$ cat src/rat_flags_settings.svh
`ifndef RAT_FLAGS_SETTINGS_SVH
`define RAT_FLAGS_SETTINGS_SVH

// ~~~~~~~~~~~~~~~~~~~~~~~~~~~~~~~~~~~~~~~~~~~~~~~~~~~~~~~~~~~~
// widths and counts.
// ~~~~~~~~~~~~~~~~~~~~~~~~~~~~~~~~~~~~~~~~~~~~~~~~~~~~~~~~~~~~
`define RAT_TAG_WIDTH    6
`define RAT_FUNIT_WIDTH  10
`define RAT_LANES        4
`define RAT_RET_PORTS    3
`define RAT_CODE_WIDTH   4

// ~~~~~~~~~~~~~~~~~~~~~~~~~~~~~~~~~~~~~~~~~~~~~~~~~~~~~~~~~~~~
// special read codes and reset values.
// ~~~~~~~~~~~~~~~~~~~~~~~~~~~~~~~~~~~~~~~~~~~~~~~~~~~~~~~~~~~~
`define RAT_CODE_FLAGS   14   // table entry as stored.
`define RAT_CODE_DONE    13   // table entry, seen as retired.
`define RAT_FUNIT_RESET  9

`endif

$ cat src/rat_flags_pkg.sv
`include "rat_flags_settings.svh"

package rat_flags_pkg;

  // lane index width.
  localparam int LANE_IDX_W = $clog2(`RAT_LANES);

  // read code sources.
  localparam logic [1:0] SRC_LANE  = 2'd0;
  localparam logic [1:0] SRC_TABLE = 2'd1;
  localparam logic [1:0] SRC_DONE  = 2'd2;
  localparam logic [1:0] SRC_NONE  = 2'd3;

  // classify a latched read code.
  function automatic logic [1:0] code_source(input logic [`RAT_CODE_WIDTH-1:0] code);
    logic [1:0] src;
    if (code < `RAT_LANES)
    begin
      src = SRC_LANE;  // lane code is the lane number.
    end
    else if (code == `RAT_CODE_FLAGS)
    begin
      src = SRC_TABLE;
    end
    else if (code == `RAT_CODE_DONE)
    begin
      src = SRC_DONE;
    end
    else
    begin
      src = SRC_NONE;
    end
    return src;
  endfunction

  // highest writing lane wins, zero when none writes.
  function automatic logic [LANE_IDX_W-1:0] newest_writer(input logic [`RAT_LANES-1:0] wen);
    logic [LANE_IDX_W-1:0] idx;
    idx = '0;
    for (int i = 0; i < `RAT_LANES; i++)
    begin
      if (wen[i])
      begin
        idx = LANE_IDX_W'(i);
      end
    end
    return idx;
  endfunction

endpackage

$ cat src/flags_entry.sv
`timescale 1ns/10ps
`include "rat_flags_settings.svh"

module flags_entry
  import rat_flags_pkg::*;
(
  input  logic                                              clk,
  input  logic                                              rst,
  input  logic                                              cur_thread,
  input  logic [`RAT_LANES-1:0]                             new_wen,
  input  logic [`RAT_LANES-1:0][`RAT_TAG_WIDTH-1:0]         new_tag,
  input  logic [`RAT_LANES-1:0][`RAT_FUNIT_WIDTH-1:0]       new_funit,
  input  logic [`RAT_RET_PORTS-1:0]                         ret_wen,
  input  logic [`RAT_RET_PORTS-1:0][`RAT_TAG_WIDTH-1:0]     ret_tag,
  input  logic                                              ret_thread,
  input  logic                                              retire_all,
  output logic [`RAT_TAG_WIDTH-1:0]                         entry_tag,
  output logic [`RAT_FUNIT_WIDTH-1:0]                       entry_funit,
  output logic                                              entry_retired
);

  localparam int THREADS = 2;
  localparam logic [`RAT_FUNIT_WIDTH-1:0] FUNIT_RESET = `RAT_FUNIT_RESET;

  // per-thread state.
  logic [`RAT_TAG_WIDTH-1:0]   tag_q     [THREADS];
  logic [`RAT_FUNIT_WIDTH-1:0] funit_q   [THREADS];
  logic                        retired_q [THREADS];

  logic                        any_new;
  logic [LANE_IDX_W-1:0]       wr_lane;
  logic [`RAT_TAG_WIDTH-1:0]   merged_tag;
  logic [`RAT_FUNIT_WIDTH-1:0] merged_funit;

  logic [THREADS-1:0]          ret_hit;
  logic [THREADS-1:0]          write_sel;
  logic [THREADS-1:0]          retire_set;

  // ~~~~~~~~~~~~~~~~~~~~~~~~~~~~~~~~~~~~~~~~~~~~~~~~~~~~~~~~~~~~
  // write merge over the bundle.
  // ~~~~~~~~~~~~~~~~~~~~~~~~~~~~~~~~~~~~~~~~~~~~~~~~~~~~~~~~~~~~
  assign any_new      = |new_wen;
  assign wr_lane      = newest_writer(new_wen);
  assign merged_tag   = new_tag[wr_lane];
  assign merged_funit = new_funit[wr_lane];

  // ~~~~~~~~~~~~~~~~~~~~~~~~~~~~~~~~~~~~~~~~~~~~~~~~~~~~~~~~~~~~
  // retire match against both stored tags.
  // ~~~~~~~~~~~~~~~~~~~~~~~~~~~~~~~~~~~~~~~~~~~~~~~~~~~~~~~~~~~~
  always_comb
  begin
    ret_hit = '0;
    for (int t = 0; t < THREADS; t++)
    begin
      for (int p = 0; p < `RAT_RET_PORTS; p++)
      begin
        if (ret_wen[p] && (ret_tag[p] == tag_q[t]))
        begin
          ret_hit[t] = 1'b1;
        end
      end
    end
  end

  // ~~~~~~~~~~~~~~~~~~~~~~~~~~~~~~~~~~~~~~~~~~~~~~~~~~~~~~~~~~~~
  // per-thread entries.
  // ~~~~~~~~~~~~~~~~~~~~~~~~~~~~~~~~~~~~~~~~~~~~~~~~~~~~~~~~~~~~
  for (genvar t = 0; t < THREADS; t++)
  begin : thread_gen

    assign write_sel[t]  = any_new && (cur_thread == t);
    assign retire_set[t] = (ret_hit[t] || retire_all) && (ret_thread == t);

    // reset, then new write, then retire.
    always_ff @(posedge clk)
    begin
      if (rst)
      begin
        tag_q[t]     <= '0;
        funit_q[t]   <= FUNIT_RESET;
        retired_q[t] <= 1'b1;
      end
      else if (write_sel[t])
      begin
        tag_q[t]     <= merged_tag;
        funit_q[t]   <= merged_funit;
        retired_q[t] <= 1'b0;  // new producer in flight.
      end
      else if (retire_set[t])
      begin
        retired_q[t] <= 1'b1;
      end
    end

  end

  // entry of the registered thread.
  assign entry_tag     = tag_q[cur_thread];
  assign entry_funit   = funit_q[cur_thread];
  assign entry_retired = retired_q[cur_thread];

endmodule

$ cat src/flags_read_stage.sv
`timescale 1ns/10ps
`include "rat_flags_settings.svh"

module flags_read_stage
  import rat_flags_pkg::*;
(
  input  logic                                              clk,
  input  logic                                              rst,
  input  logic                                              read_clken,
  input  logic                                              read_thread,
  input  logic [`RAT_LANES-1:0][`RAT_CODE_WIDTH-1:0]        read_code,
  input  logic [`RAT_LANES-1:0][`RAT_TAG_WIDTH-1:0]         new_tag,
  input  logic [`RAT_LANES-1:0][`RAT_FUNIT_WIDTH-1:0]       new_funit,
  input  logic [`RAT_TAG_WIDTH-1:0]                         entry_tag,
  input  logic [`RAT_FUNIT_WIDTH-1:0]                       entry_funit,
  input  logic                                              entry_retired,
  output logic                                              cur_thread,
  output logic [`RAT_LANES-1:0][`RAT_TAG_WIDTH-1:0]         read_tag,
  output logic [`RAT_LANES-1:0][`RAT_FUNIT_WIDTH-1:0]       read_funit,
  output logic [`RAT_LANES-1:0]                             read_retired
);

  // latched codes and thread.
  logic [`RAT_LANES-1:0][`RAT_CODE_WIDTH-1:0] code_q;
  logic                                       thread_q;

  // decoded source per lane.
  logic [`RAT_LANES-1:0][1:0]                 lane_src;

  // ~~~~~~~~~~~~~~~~~~~~~~~~~~~~~~~~~~~~~~~~~~~~~~~~~~~~~~~~~~~~
  // read code latch.
  // ~~~~~~~~~~~~~~~~~~~~~~~~~~~~~~~~~~~~~~~~~~~~~~~~~~~~~~~~~~~~
  always_ff @(posedge clk)
  begin
    if (rst)
    begin
      code_q   <= '0;
      thread_q <= 1'b0;
    end
    else if (read_clken)
    begin
      code_q   <= read_code;
      thread_q <= read_thread;
    end
  end

  // same thread for table read and write.
  assign cur_thread = thread_q;

  // ~~~~~~~~~~~~~~~~~~~~~~~~~~~~~~~~~~~~~~~~~~~~~~~~~~~~~~~~~~~~
  // source decode.
  // ~~~~~~~~~~~~~~~~~~~~~~~~~~~~~~~~~~~~~~~~~~~~~~~~~~~~~~~~~~~~
  always_comb
  begin
    for (int i = 0; i < `RAT_LANES; i++)
    begin
      lane_src[i] = code_source(code_q[i]);
    end
  end

  // ~~~~~~~~~~~~~~~~~~~~~~~~~~~~~~~~~~~~~~~~~~~~~~~~~~~~~~~~~~~~
  // per-lane output select.
  // ~~~~~~~~~~~~~~~~~~~~~~~~~~~~~~~~~~~~~~~~~~~~~~~~~~~~~~~~~~~~
  always_comb
  begin : lane_mux
    logic [LANE_IDX_W-1:0] src_lane;
    for (int i = 0; i < `RAT_LANES; i++)
    begin
      src_lane        = code_q[i][LANE_IDX_W-1:0];
      read_tag[i]     = '0;   // unnamed codes read zero.
      read_funit[i]   = '0;
      read_retired[i] = 1'b0;
      case (lane_src[i])
        SRC_LANE:
        begin
          // forward from an earlier lane of this bundle.
          read_tag[i]   = new_tag[src_lane];
          read_funit[i] = new_funit[src_lane];
        end
        SRC_TABLE:
        begin
          read_tag[i]     = entry_tag;
          read_funit[i]   = entry_funit;
          read_retired[i] = entry_retired;
        end
        SRC_DONE:
        begin
          read_tag[i]     = entry_tag;
          read_funit[i]   = entry_funit;
          read_retired[i] = 1'b1;  // forced.
        end
        default:
        begin
          read_retired[i] = 1'b0;
        end
      endcase
    end
  end

endmodule

$ cat src/rat_flags.sv
`timescale 1ns/10ps
`include "rat_flags_settings.svh"

module rat_flags (
  input  logic                                              clk,
  input  logic                                              rst,
  input  logic                                              read_clken,
  input  logic                                              read_thread,
  input  logic                                              ret_thread,
  input  logic                                              retire_all,

  // rename bundle.
  input  logic [`RAT_LANES-1:0]                             new_wen,
  input  logic [`RAT_LANES-1:0][`RAT_TAG_WIDTH-1:0]         new_tag,
  input  logic [`RAT_LANES-1:0][`RAT_FUNIT_WIDTH-1:0]       new_funit,
  input  logic [`RAT_LANES-1:0][`RAT_CODE_WIDTH-1:0]        read_code,

  // retire ports.
  input  logic [`RAT_RET_PORTS-1:0]                         ret_wen,
  input  logic [`RAT_RET_PORTS-1:0][`RAT_TAG_WIDTH-1:0]     ret_tag,

  // per-lane read results.
  output logic [`RAT_LANES-1:0][`RAT_TAG_WIDTH-1:0]         read_tag,
  output logic [`RAT_LANES-1:0][`RAT_FUNIT_WIDTH-1:0]       read_funit,
  output logic [`RAT_LANES-1:0]                             read_retired,

  // table entry of the latched thread.
  output logic [`RAT_TAG_WIDTH-1:0]                         flags_tag,
  output logic [`RAT_FUNIT_WIDTH-1:0]                       flags_funit,
  output logic                                              flags_retired
);

  logic cur_thread;  // latched thread, read and write.

  // ~~~~~~~~~~~~~~~~~~~~~~~~~~~~~~~~~~~~~~~~~~~~~~~~~~~~~~~~~~~~
  // table entries.
  // ~~~~~~~~~~~~~~~~~~~~~~~~~~~~~~~~~~~~~~~~~~~~~~~~~~~~~~~~~~~~
  flags_entry entry0 (
    .clk           (clk),
    .rst           (rst),
    .cur_thread    (cur_thread),
    .new_wen       (new_wen),
    .new_tag       (new_tag),
    .new_funit     (new_funit),
    .ret_wen       (ret_wen),
    .ret_tag       (ret_tag),
    .ret_thread    (ret_thread),
    .retire_all    (retire_all),
    .entry_tag     (flags_tag),
    .entry_funit   (flags_funit),
    .entry_retired (flags_retired)
  );

  // ~~~~~~~~~~~~~~~~~~~~~~~~~~~~~~~~~~~~~~~~~~~~~~~~~~~~~~~~~~~~
  // read codes and source select.
  // ~~~~~~~~~~~~~~~~~~~~~~~~~~~~~~~~~~~~~~~~~~~~~~~~~~~~~~~~~~~~
  flags_read_stage reads0 (
    .clk           (clk),
    .rst           (rst),
    .read_clken    (read_clken),
    .read_thread   (read_thread),
    .read_code     (read_code),
    .new_tag       (new_tag),
    .new_funit     (new_funit),
    .entry_tag     (flags_tag),
    .entry_funit   (flags_funit),
    .entry_retired (flags_retired),
    .cur_thread    (cur_thread),
    .read_tag      (read_tag),
    .read_funit    (read_funit),
    .read_retired  (read_retired)
  );

endmodule

$ cat config.mk
export PLATFORM = sky130hd
export DESIGN_NAME = rat_flags
export DESIGN_NICKNAME = d
export VERILOG_FILES = /design/src/rat_flags_pkg.sv /design/src/flags_entry.sv /design/src/flags_read_stage.sv /design/src/rat_flags.sv
export VERILOG_INCLUDE_DIRS = /design/src
export SDC_FILE = /design/constraint.sdc
export NUM_CORES = 1
export LEC_CHECK = 0
export ABC_AREA = 1
export BUFFER_PORTS_ARGS = -buffer_cell sky130_fd_sc_hd__buf_2
export CAP_MARGIN = 20
export CORE_MARGIN = 2
export CORE_UTILIZATION = 37
export CTS_CLUSTER_DIAMETER = 120
export DETAILED_ROUTE_END_ITERATION = 12
export HOLD_SLACK_MARGIN = 0.08
export PLACE_DENSITY = 0.64
export RECOVER_POWER = 25
export SLEW_MARGIN = 10
export SYNTH_ARGS = -nofsm -noshare
export SYNTH_HDL_FRONTEND = slang
export SYNTH_SLANG_ARGS = --single-unit
$ cat constraint.sdc
create_clock -name clk -period 2.4 [get_ports clk]
set_clock_uncertainty 0.1 [all_clocks]
set_input_delay 0.48 -clock clk [delete_from_list [all_inputs] [get_ports clk]]
set_output_delay 0.48 -clock clk [all_outputs]
set_load 0.05 [all_outputs]
==> results of run 1 <==
final timing paths:
path	from	end	slack (ns)	cells after the start
setup / recovery	reads0.code_q[6]$_SDFFE_PP0P_	read_funit[12]	-0.13	9
hold / removal	read_code[2]	reads0.code_q[2]$_SDFFE_PP0P_	0.30	3
setup reg to reg	entry0.tag_q[0][4]$_SDFFCE_PN0P_	entry0.retired_q[0]$_DFFE_PP_	0.74	9
hold reg to reg	entry0.retired_q[1]$_DFF_P_	entry0.retired_q[1]$_DFF_P_	0.39	2
layout by cell type (no fill, tap or decap), types with 6 or more instances in the layout:
cell | synthesis | routed
inv_2 | 3 | 11
nand2_2 | 1 | 27
nand2_1 | 315 | 250
dfxtp_2 | 0 | 6
mux2_2 | 11 | 10
a21oi_1 | 203 | 138
nor2_4 | 2 | 6
a31oi_4 | 1 | 9
buf_4 | 6 | 45
nand3_1 | 20 | 20
buf_2 | 33 | 127
nand2_4 | 0 | 39
a21oi_2 | 0 | 15
dfxtp_4 | 0 | 10
inv_1 | 97 | 81
o22ai_1 | 16 | 16
a21oi_4 | 0 | 50
nor2_1 | 90 | 86
o211ai_2 | 11 | 11
edfxtp_1 | 33 | 33
o21ai_0 | 148 | 147
o21ai_2 | 0 | 6
o21ai_1 | 12 | 7
buf_6 | 6 | 70
ha_1 | 12 | 7
buf_12 | 0 | 8
what timing repair did:
action                     in CTS  in global routing
pin swaps                      57                 43
setup buffers                   7                  4
resized for setup             244                 85
setup endpoints to repair      66                 67
hold buffers                    0                  0
cloned                          4                  0
flip-flops by register name, summed over array words and instances (netlist names), named ones only:
name and cells:
entry0.funit_q 20, reads0.code_q 16, entry0.tag_q 12, entry0.retired_q 2
reads0.cur_thread 1
worst reg2reg max path, cell delays in order (launching register included):
cell	delay, ns
edfxtp_1	0.46
inv_1	0.18
nand2_1	0.07
a21oi_1	0.16
nand2_1	0.10
nor2_1	0.09
nor2_1	0.04
nand2_1	0.07
nand2_1	0.05
nand2_1	0.06
per-stage QoR:
| step | hold slack (ns) | setup TNS, ns | util | instances |
|---|---|---|---|---|
| 2_1_floorplan | 0.348 | 0 | - | 1087 |
| 3_5_place_dp | 0.368 | 0 | 0.503 | 1483 |
| 6_report | 0.300 | -3.69 | 0.587 | 1508 |
| 5_1_grt | 0.322 | -6.71 | 0.586 | 1506 |
| 3_3_place_gp | 0.370 | 0 | 0.503 | 1483 |
| 4_1_cts | 0.298 | -2.81 | 0.566 | 1502 |
power groups by stage:
stage          Clock [µW]  Sequential [µW]  Combinational, µW
2_1_floorplan           0             1080               2380
3_3_place_gp            0             1100               3240
3_5_place_dp            0             1100               3250
4_1_cts               762             1090               3860
5_1_grt               794             1100               4260
6_report              756             1090               4090
cell type report:
class / count / area (µm²)
Clock buffer: 5 / 125
Fill cell: 1558 / 6850
Antenna cell: 2 / 5.00
Inverter: 100 / 410
Clock inverter: 3 / 27.5
Tap cell: 220 / 275
Multi-Input combinational cell: 863 / 5350
Timing Repair Buffer: 263 / 2120
Sequential cell: 52 / 1420
logic make-up after synthesis:
logic type,Yosys count
simple gates,434
compound gates,405
xor+xnor,1
buf+inv,172
fa+ha+maj,12
mux,11
flops,52
per-layer routing:
metal,vias to the layer above,routed length (µm),track usage
met5,-,0,0
met4,0,1460,0.138
met3,92,3070,0.0442
met2,584,14300,0.542
met1,3910,12100,0.433
li1,4039,-,-
==> flow_metrics.tcl, run 1 <==
set metrics [dict create \
    post_synth_and_or_nand_nor_area_fraction 0.269 \
    finalWorstSetupSlack_ns -0.131 \
    grt_pass1_wl_um 45800 \
    cp-end-kind "primary output" \
    synth_fa_ha_area_frac 0.0239 \
    grt_max_degree 35 \
    detailed_place.area_mm2 0.00835 \
    p_comb_frac 0.689 \
    numCtsBuffers 5 \
    synth_edf_count 33 \
    grt_antenna_before_repair 1 \
    yosysMostFrequentCell "nand2_1" \
    cts_buffer_depth 2 \
    cpPeakStageDelay_ns 0.37 \
    stdcell_area_mm2 0.00973 \
    drive_above_1_share 0.379 \
    path_clk_slew_ns 0.08 \
    cts_tree "done" \
    period_needed_ns 2.53 \
    syn_to_final_growth_pct 54.9 \
    clkPwrFrac 0.127 \
    tightest_slew_ns 1.22 \
    via_per_inst 5.72 \
    cellPowerDensity_mw_per_mm2 611 \
    post-route-period-util 1.05 \
    rsz0062_at_grt "true" \
    start_util 0.379 \
    fp.dieH_um 134 \
    crit_top_cell "nand2_4" \
    die_area_mm2 0.0180 \
    dp_hpwl_um 21700 \
    htree_levels 2 \
    setup_viol 72 \
    power_leakage_uw 0.00448 \
    crit_fanout 6 \
    core_area_mm2 0.0166 \
    status "finished with violations" \
    cp_data_arrival_time_ns 1.95 \
    p_sw_uw 3090 \
    ctsRootBufferMaster "clkbuf_16" \
    synth_xor_area_frac 0.00139 \
    synthCells 1087 \
    synth_cell_types 28 \
    finalPower_uw 5940 \
    syn_avg_cell_area_um2 5.78 \
    cp.required_ns 1.82 \
    clk-insertion-delay-late_ns 0.30 \
    p_int_uw 2850 \
    dr.pass1.iters 6 \
    finalMaxSlewViolations 0 \
    drt-initial-drc-count 1178 \
    irDropWorstVdd_mv 0.664 \
    ios 196 \
    synth_ff_type "edfxtp_1" \
    yosysTopAreaCellShare 0.188 \
    die_w_um 134 \
    netlist_area_mm2 0.00628 \
    via_count 8625 \
    violations "negative setup slack" \
    drc_errors 0 \
    critical_path.top_delay_family "buffers and inverters" \
    routabilityCongestion 0.929 \
    place_ws_ns 0.0446 \
    crit_chain "nand2_4, inv_4, a31oi_4, ha_4, inv_8, buf_12, nand2_4, a21oi_4, buf_6" \
    crit_type "flip-flop to primary output" \
    clkSinkCount 52 \
    ys_top_cells_by_count "nand2_1 (315), a21oi_1 (203), o21ai_0 (148)" \
    swShare 0.520 \
    synth_seq_area_share 0.218 \
    syn-num-nets 1210 \
    synth_compound_area_frac 0.348 \
    wl_per_cell_um 20.5 \
    cap_violations 0 \
    crit_slowest_cell "dfxtp_4" \
    async_reset_ff_frac 0 \
    cp_num_buf_inv 4 \
    crit_path_start_kind "flip-flop" \
    overflow 0 \
    fmax_ghz 0.395 \
    maxSlewHeadroom 0.183 \
    wirelength_um 30900 \
    seqPwrFrac 0.184 \
    muxShareOfSynthArea 0.0197 \
    num_rows 47 \
    grt.total_usage 0.329 \
    yosysTopAreaCell "nand2_1" \
    synth-seq-cells 52 \
    io_buffers 195 \
    synth_area_leaders "nand2_1 (19%), a21oi_1 (16%), edfxtp_1 (16%)" \
    yosys_warnings 0 \
    synth_top_family_by_area "compound AO/OA/AOI/OAI gates" \
    grt_pass1_vias 7964 \
    detail-route-antenna-nets 0 \
    min_path_type "input port to flip-flop" \
    nets 1408 \
    hold_viol 0 \
]
(Power assumes the default switching activity.)
==> run 2: changes to the inputs <==
CAP_MARGIN = 25   (was 20)
SETUP_SLACK_MARGIN = 0.05   (was not set)
==> flow_metrics.tcl, run 2 (synthesis gave the netlist of run 1 again) <==
set metrics [dict create \
    crit_chain "nand2_2, inv_2, a31oi_4, inv_2, ha_4, inv_8, buf_12, nand2_2, a21oi_4, buf_6" \
    clk-insertion-delay-late_ns 0.30 \
    largestRegisters "entry0.funit_q: 20 flops, reads0.code_q: 16 flops, entry0.tag_q: 12 flops" \
    nets 1409 \
    use_met1 0.427 \
    crit_slowest_cell "dfxtp_4" \
    dp_hpwl_um 21800 \
    fillers 1567 \
    power_leakage_uw 0.00456 \
    cp_num_buf_inv 5 \
    fmax_ghz 0.401 \
    violations "negative setup slack" \
    path_clk_slew_ns 0.08 \
    seqPwrFrac 0.185 \
    die_area_mm2 0.0180 \
    r2r_cells 3 \
    cap_violations 0 \
    tns_ns -1.61 \
    irDropWorstVdd_mv 0.399 \
    cts_tree "done" \
    critPathLaunch "reads0.code_q[3]$_SDFFE_PP0P_" \
    die_w_um 134 \
    grt_max_degree 35 \
    drive_above_1_share 0.382 \
    dpl.cell_count 1491 \
    status "finished with violations" \
    dr.pass1.iters 6 \
    largest_register_ffs 20 \
    ctsRootBufferMaster "clkbuf_16" \
    post-route-period-util 1.04 \
    grt_use_met3 0.0359 \
    endpoint "read_tag[0]" \
    fin_util 0.593 \
    final_cells 1508 \
    swShare 0.525 \
    grt_antenna_before_repair 1 \
    ios 196 \
    ff2ff_setup_slack_ns 0.59 \
    numCtsBuffers 5 \
    detail-route-antenna-nets 0 \
    clkPwrFrac 0.129 \
    period_needed_ns 2.50 \
    htree_levels 2 \
    io_buffers 195 \
    drt-initial-drc-count 902 \
    cp_data_arrival_time_ns 1.92 \
    r2r-start "reads0.cur_thread$_SDFFE_PP0P_" \
    globalRouteMet2Util 0.531 \
    p_int_uw 2810 \
    hold_viol 0 \
    whs_ns 0.299 \
    crit_path_start_kind "flip-flop" \
    routabilityCongestion 0.937 \
    syn_to_final_growth_pct 56.5 \
    cp-end-kind "primary output" \
    grt_pass1_vias 8147 \
    fp.dieH_um 134 \
    rsz0062_at_grt "true" \
    critical_path.top_delay_family "buffers and inverters" \
    drc_errors 0 \
    regMostFlops "entry0.funit_q" \
    grt.total_usage 0.327 \
    num_rows 47 \
    top_usage_layer "met2" \
    cpPeakStageDelay_ns 0.36 \
    grt_pass1_wl_um 45400 \
    crit_fanout 8 \
    tightest_slew_ns 0.921 \
    start_util 0.379 \
    cp.required_ns 1.82 \
    overflow 0 \
    p_comb_frac 0.686 \
    setup_viol 34 \
    finalWorstSetupSlack_ns -0.0967 \
    r2r-end "entry0.funit_q[1][6]$_SDFFCE_PN0P_" \
    finalMaxSlewViolations 0 \
    path_depth 10 \
    wl_per_cell_um 20.2 \
    via_per_inst 5.74 \
    cellPowerDensity_mw_per_mm2 603 \
    final_cell_mix "nand2_1 (247), o21ai_0 (146), a21oi_1 (136)" \
    multi_input_area_mm2 0.00544 \
    cts_buffer_depth 2 \
    regArea_mm2 0.00142 \
    min_path_type "input port to flip-flop" \
    via_count 8663 \
    clkSinkCount 52 \
    core_area_mm2 0.0166 \
    wirelength_um 30400 \
    maxSlewHeadroom 0.385 \
    crit_type "flip-flop to primary output" \
    final_common_cell "nand2_1" \
    p_sw_uw 3110 \
]
run 2: power by group through the flow:
stage	clock (µW)	sequential, µW	combinational (µW)
after floorplan	0	1080	2390
after global placement	0	1100	3250
after detailed placement	0	1100	3250
after CTS	758	1090	3760
after global routing	789	1100	4260
final	765	1090	4070
run 2: how the worst min path moves through the flow:
stage	slack (ns)	start	to	cells after the start
floorplan	0.35	entry0.retired_q[1]$_DFF_P_	entry0.retired_q[1]$_DFF_P_	2
global placement	0.36	entry0.retired_q[1]$_DFF_P_	entry0.retired_q[1]$_DFF_P_	2
detailed placement	0.39	entry0.retired_q[1]$_DFF_P_	entry0.retired_q[1]$_DFF_P_	2
CTS	0.31	read_code[2]	reads0.code_q[2]$_SDFFE_PP0P_	3
global route	0.33	read_code[14]	reads0.code_q[14]$_SDFFE_PP0P_	3
finish	0.30	read_code[14]	reads0.code_q[14]$_SDFFE_PP0P_	3
run 2: layout make-up:
type	count	area share
Clock buffer	5	0.0127
Antenna cell	1	0.000254
Sequential cell	52	0.144
Multi-Input combinational cell	863	0.553
Timing Repair inverter	3	0.00496
Inverter	100	0.0435
Timing Repair Buffer	261	0.211
Tap cell	220	0.0280
Clock inverter	3	0.00280
run 2: routing by layer:
metal | vias to the layer above | part of all wire
met1 | 4013 | 0.40
met3 | 78 | 0.085
met5 | - | 0
met4 | 0 | 0.049
li1 | 4045 | -
met2 | 527 | 0.46
run 2: worst reg2reg max path, stage by stage, from the launching register on:
cell,delay [ns]
dfxtp_1,0.31
inv_1,0.10
a31oi_1,0.23
or2_1,0.71
run 2: metrics by stage:
step | total power (µW) | cell area, µm² | worst slack (ns)
4_1_cts | 5600 | 9290 | -0.0681
3_5_place_dp | 4360 | 8420 | 0.0320
5_1_grt | 6150 | 9830 | -0.135
3_3_place_gp | 4350 | 8420 | 0.0655
6_report | 5930 | 9830 | -0.0967
2_1_floorplan | 3480 | 7100 | 0.0514
run 2: repair_timing:
item	in CTS	in global routing
buffers inserted	3	3
pin swaps	54	74
hold buffers	0	0
resized for setup	222	139
setup endpoints to repair	67	68
cloned	3	1
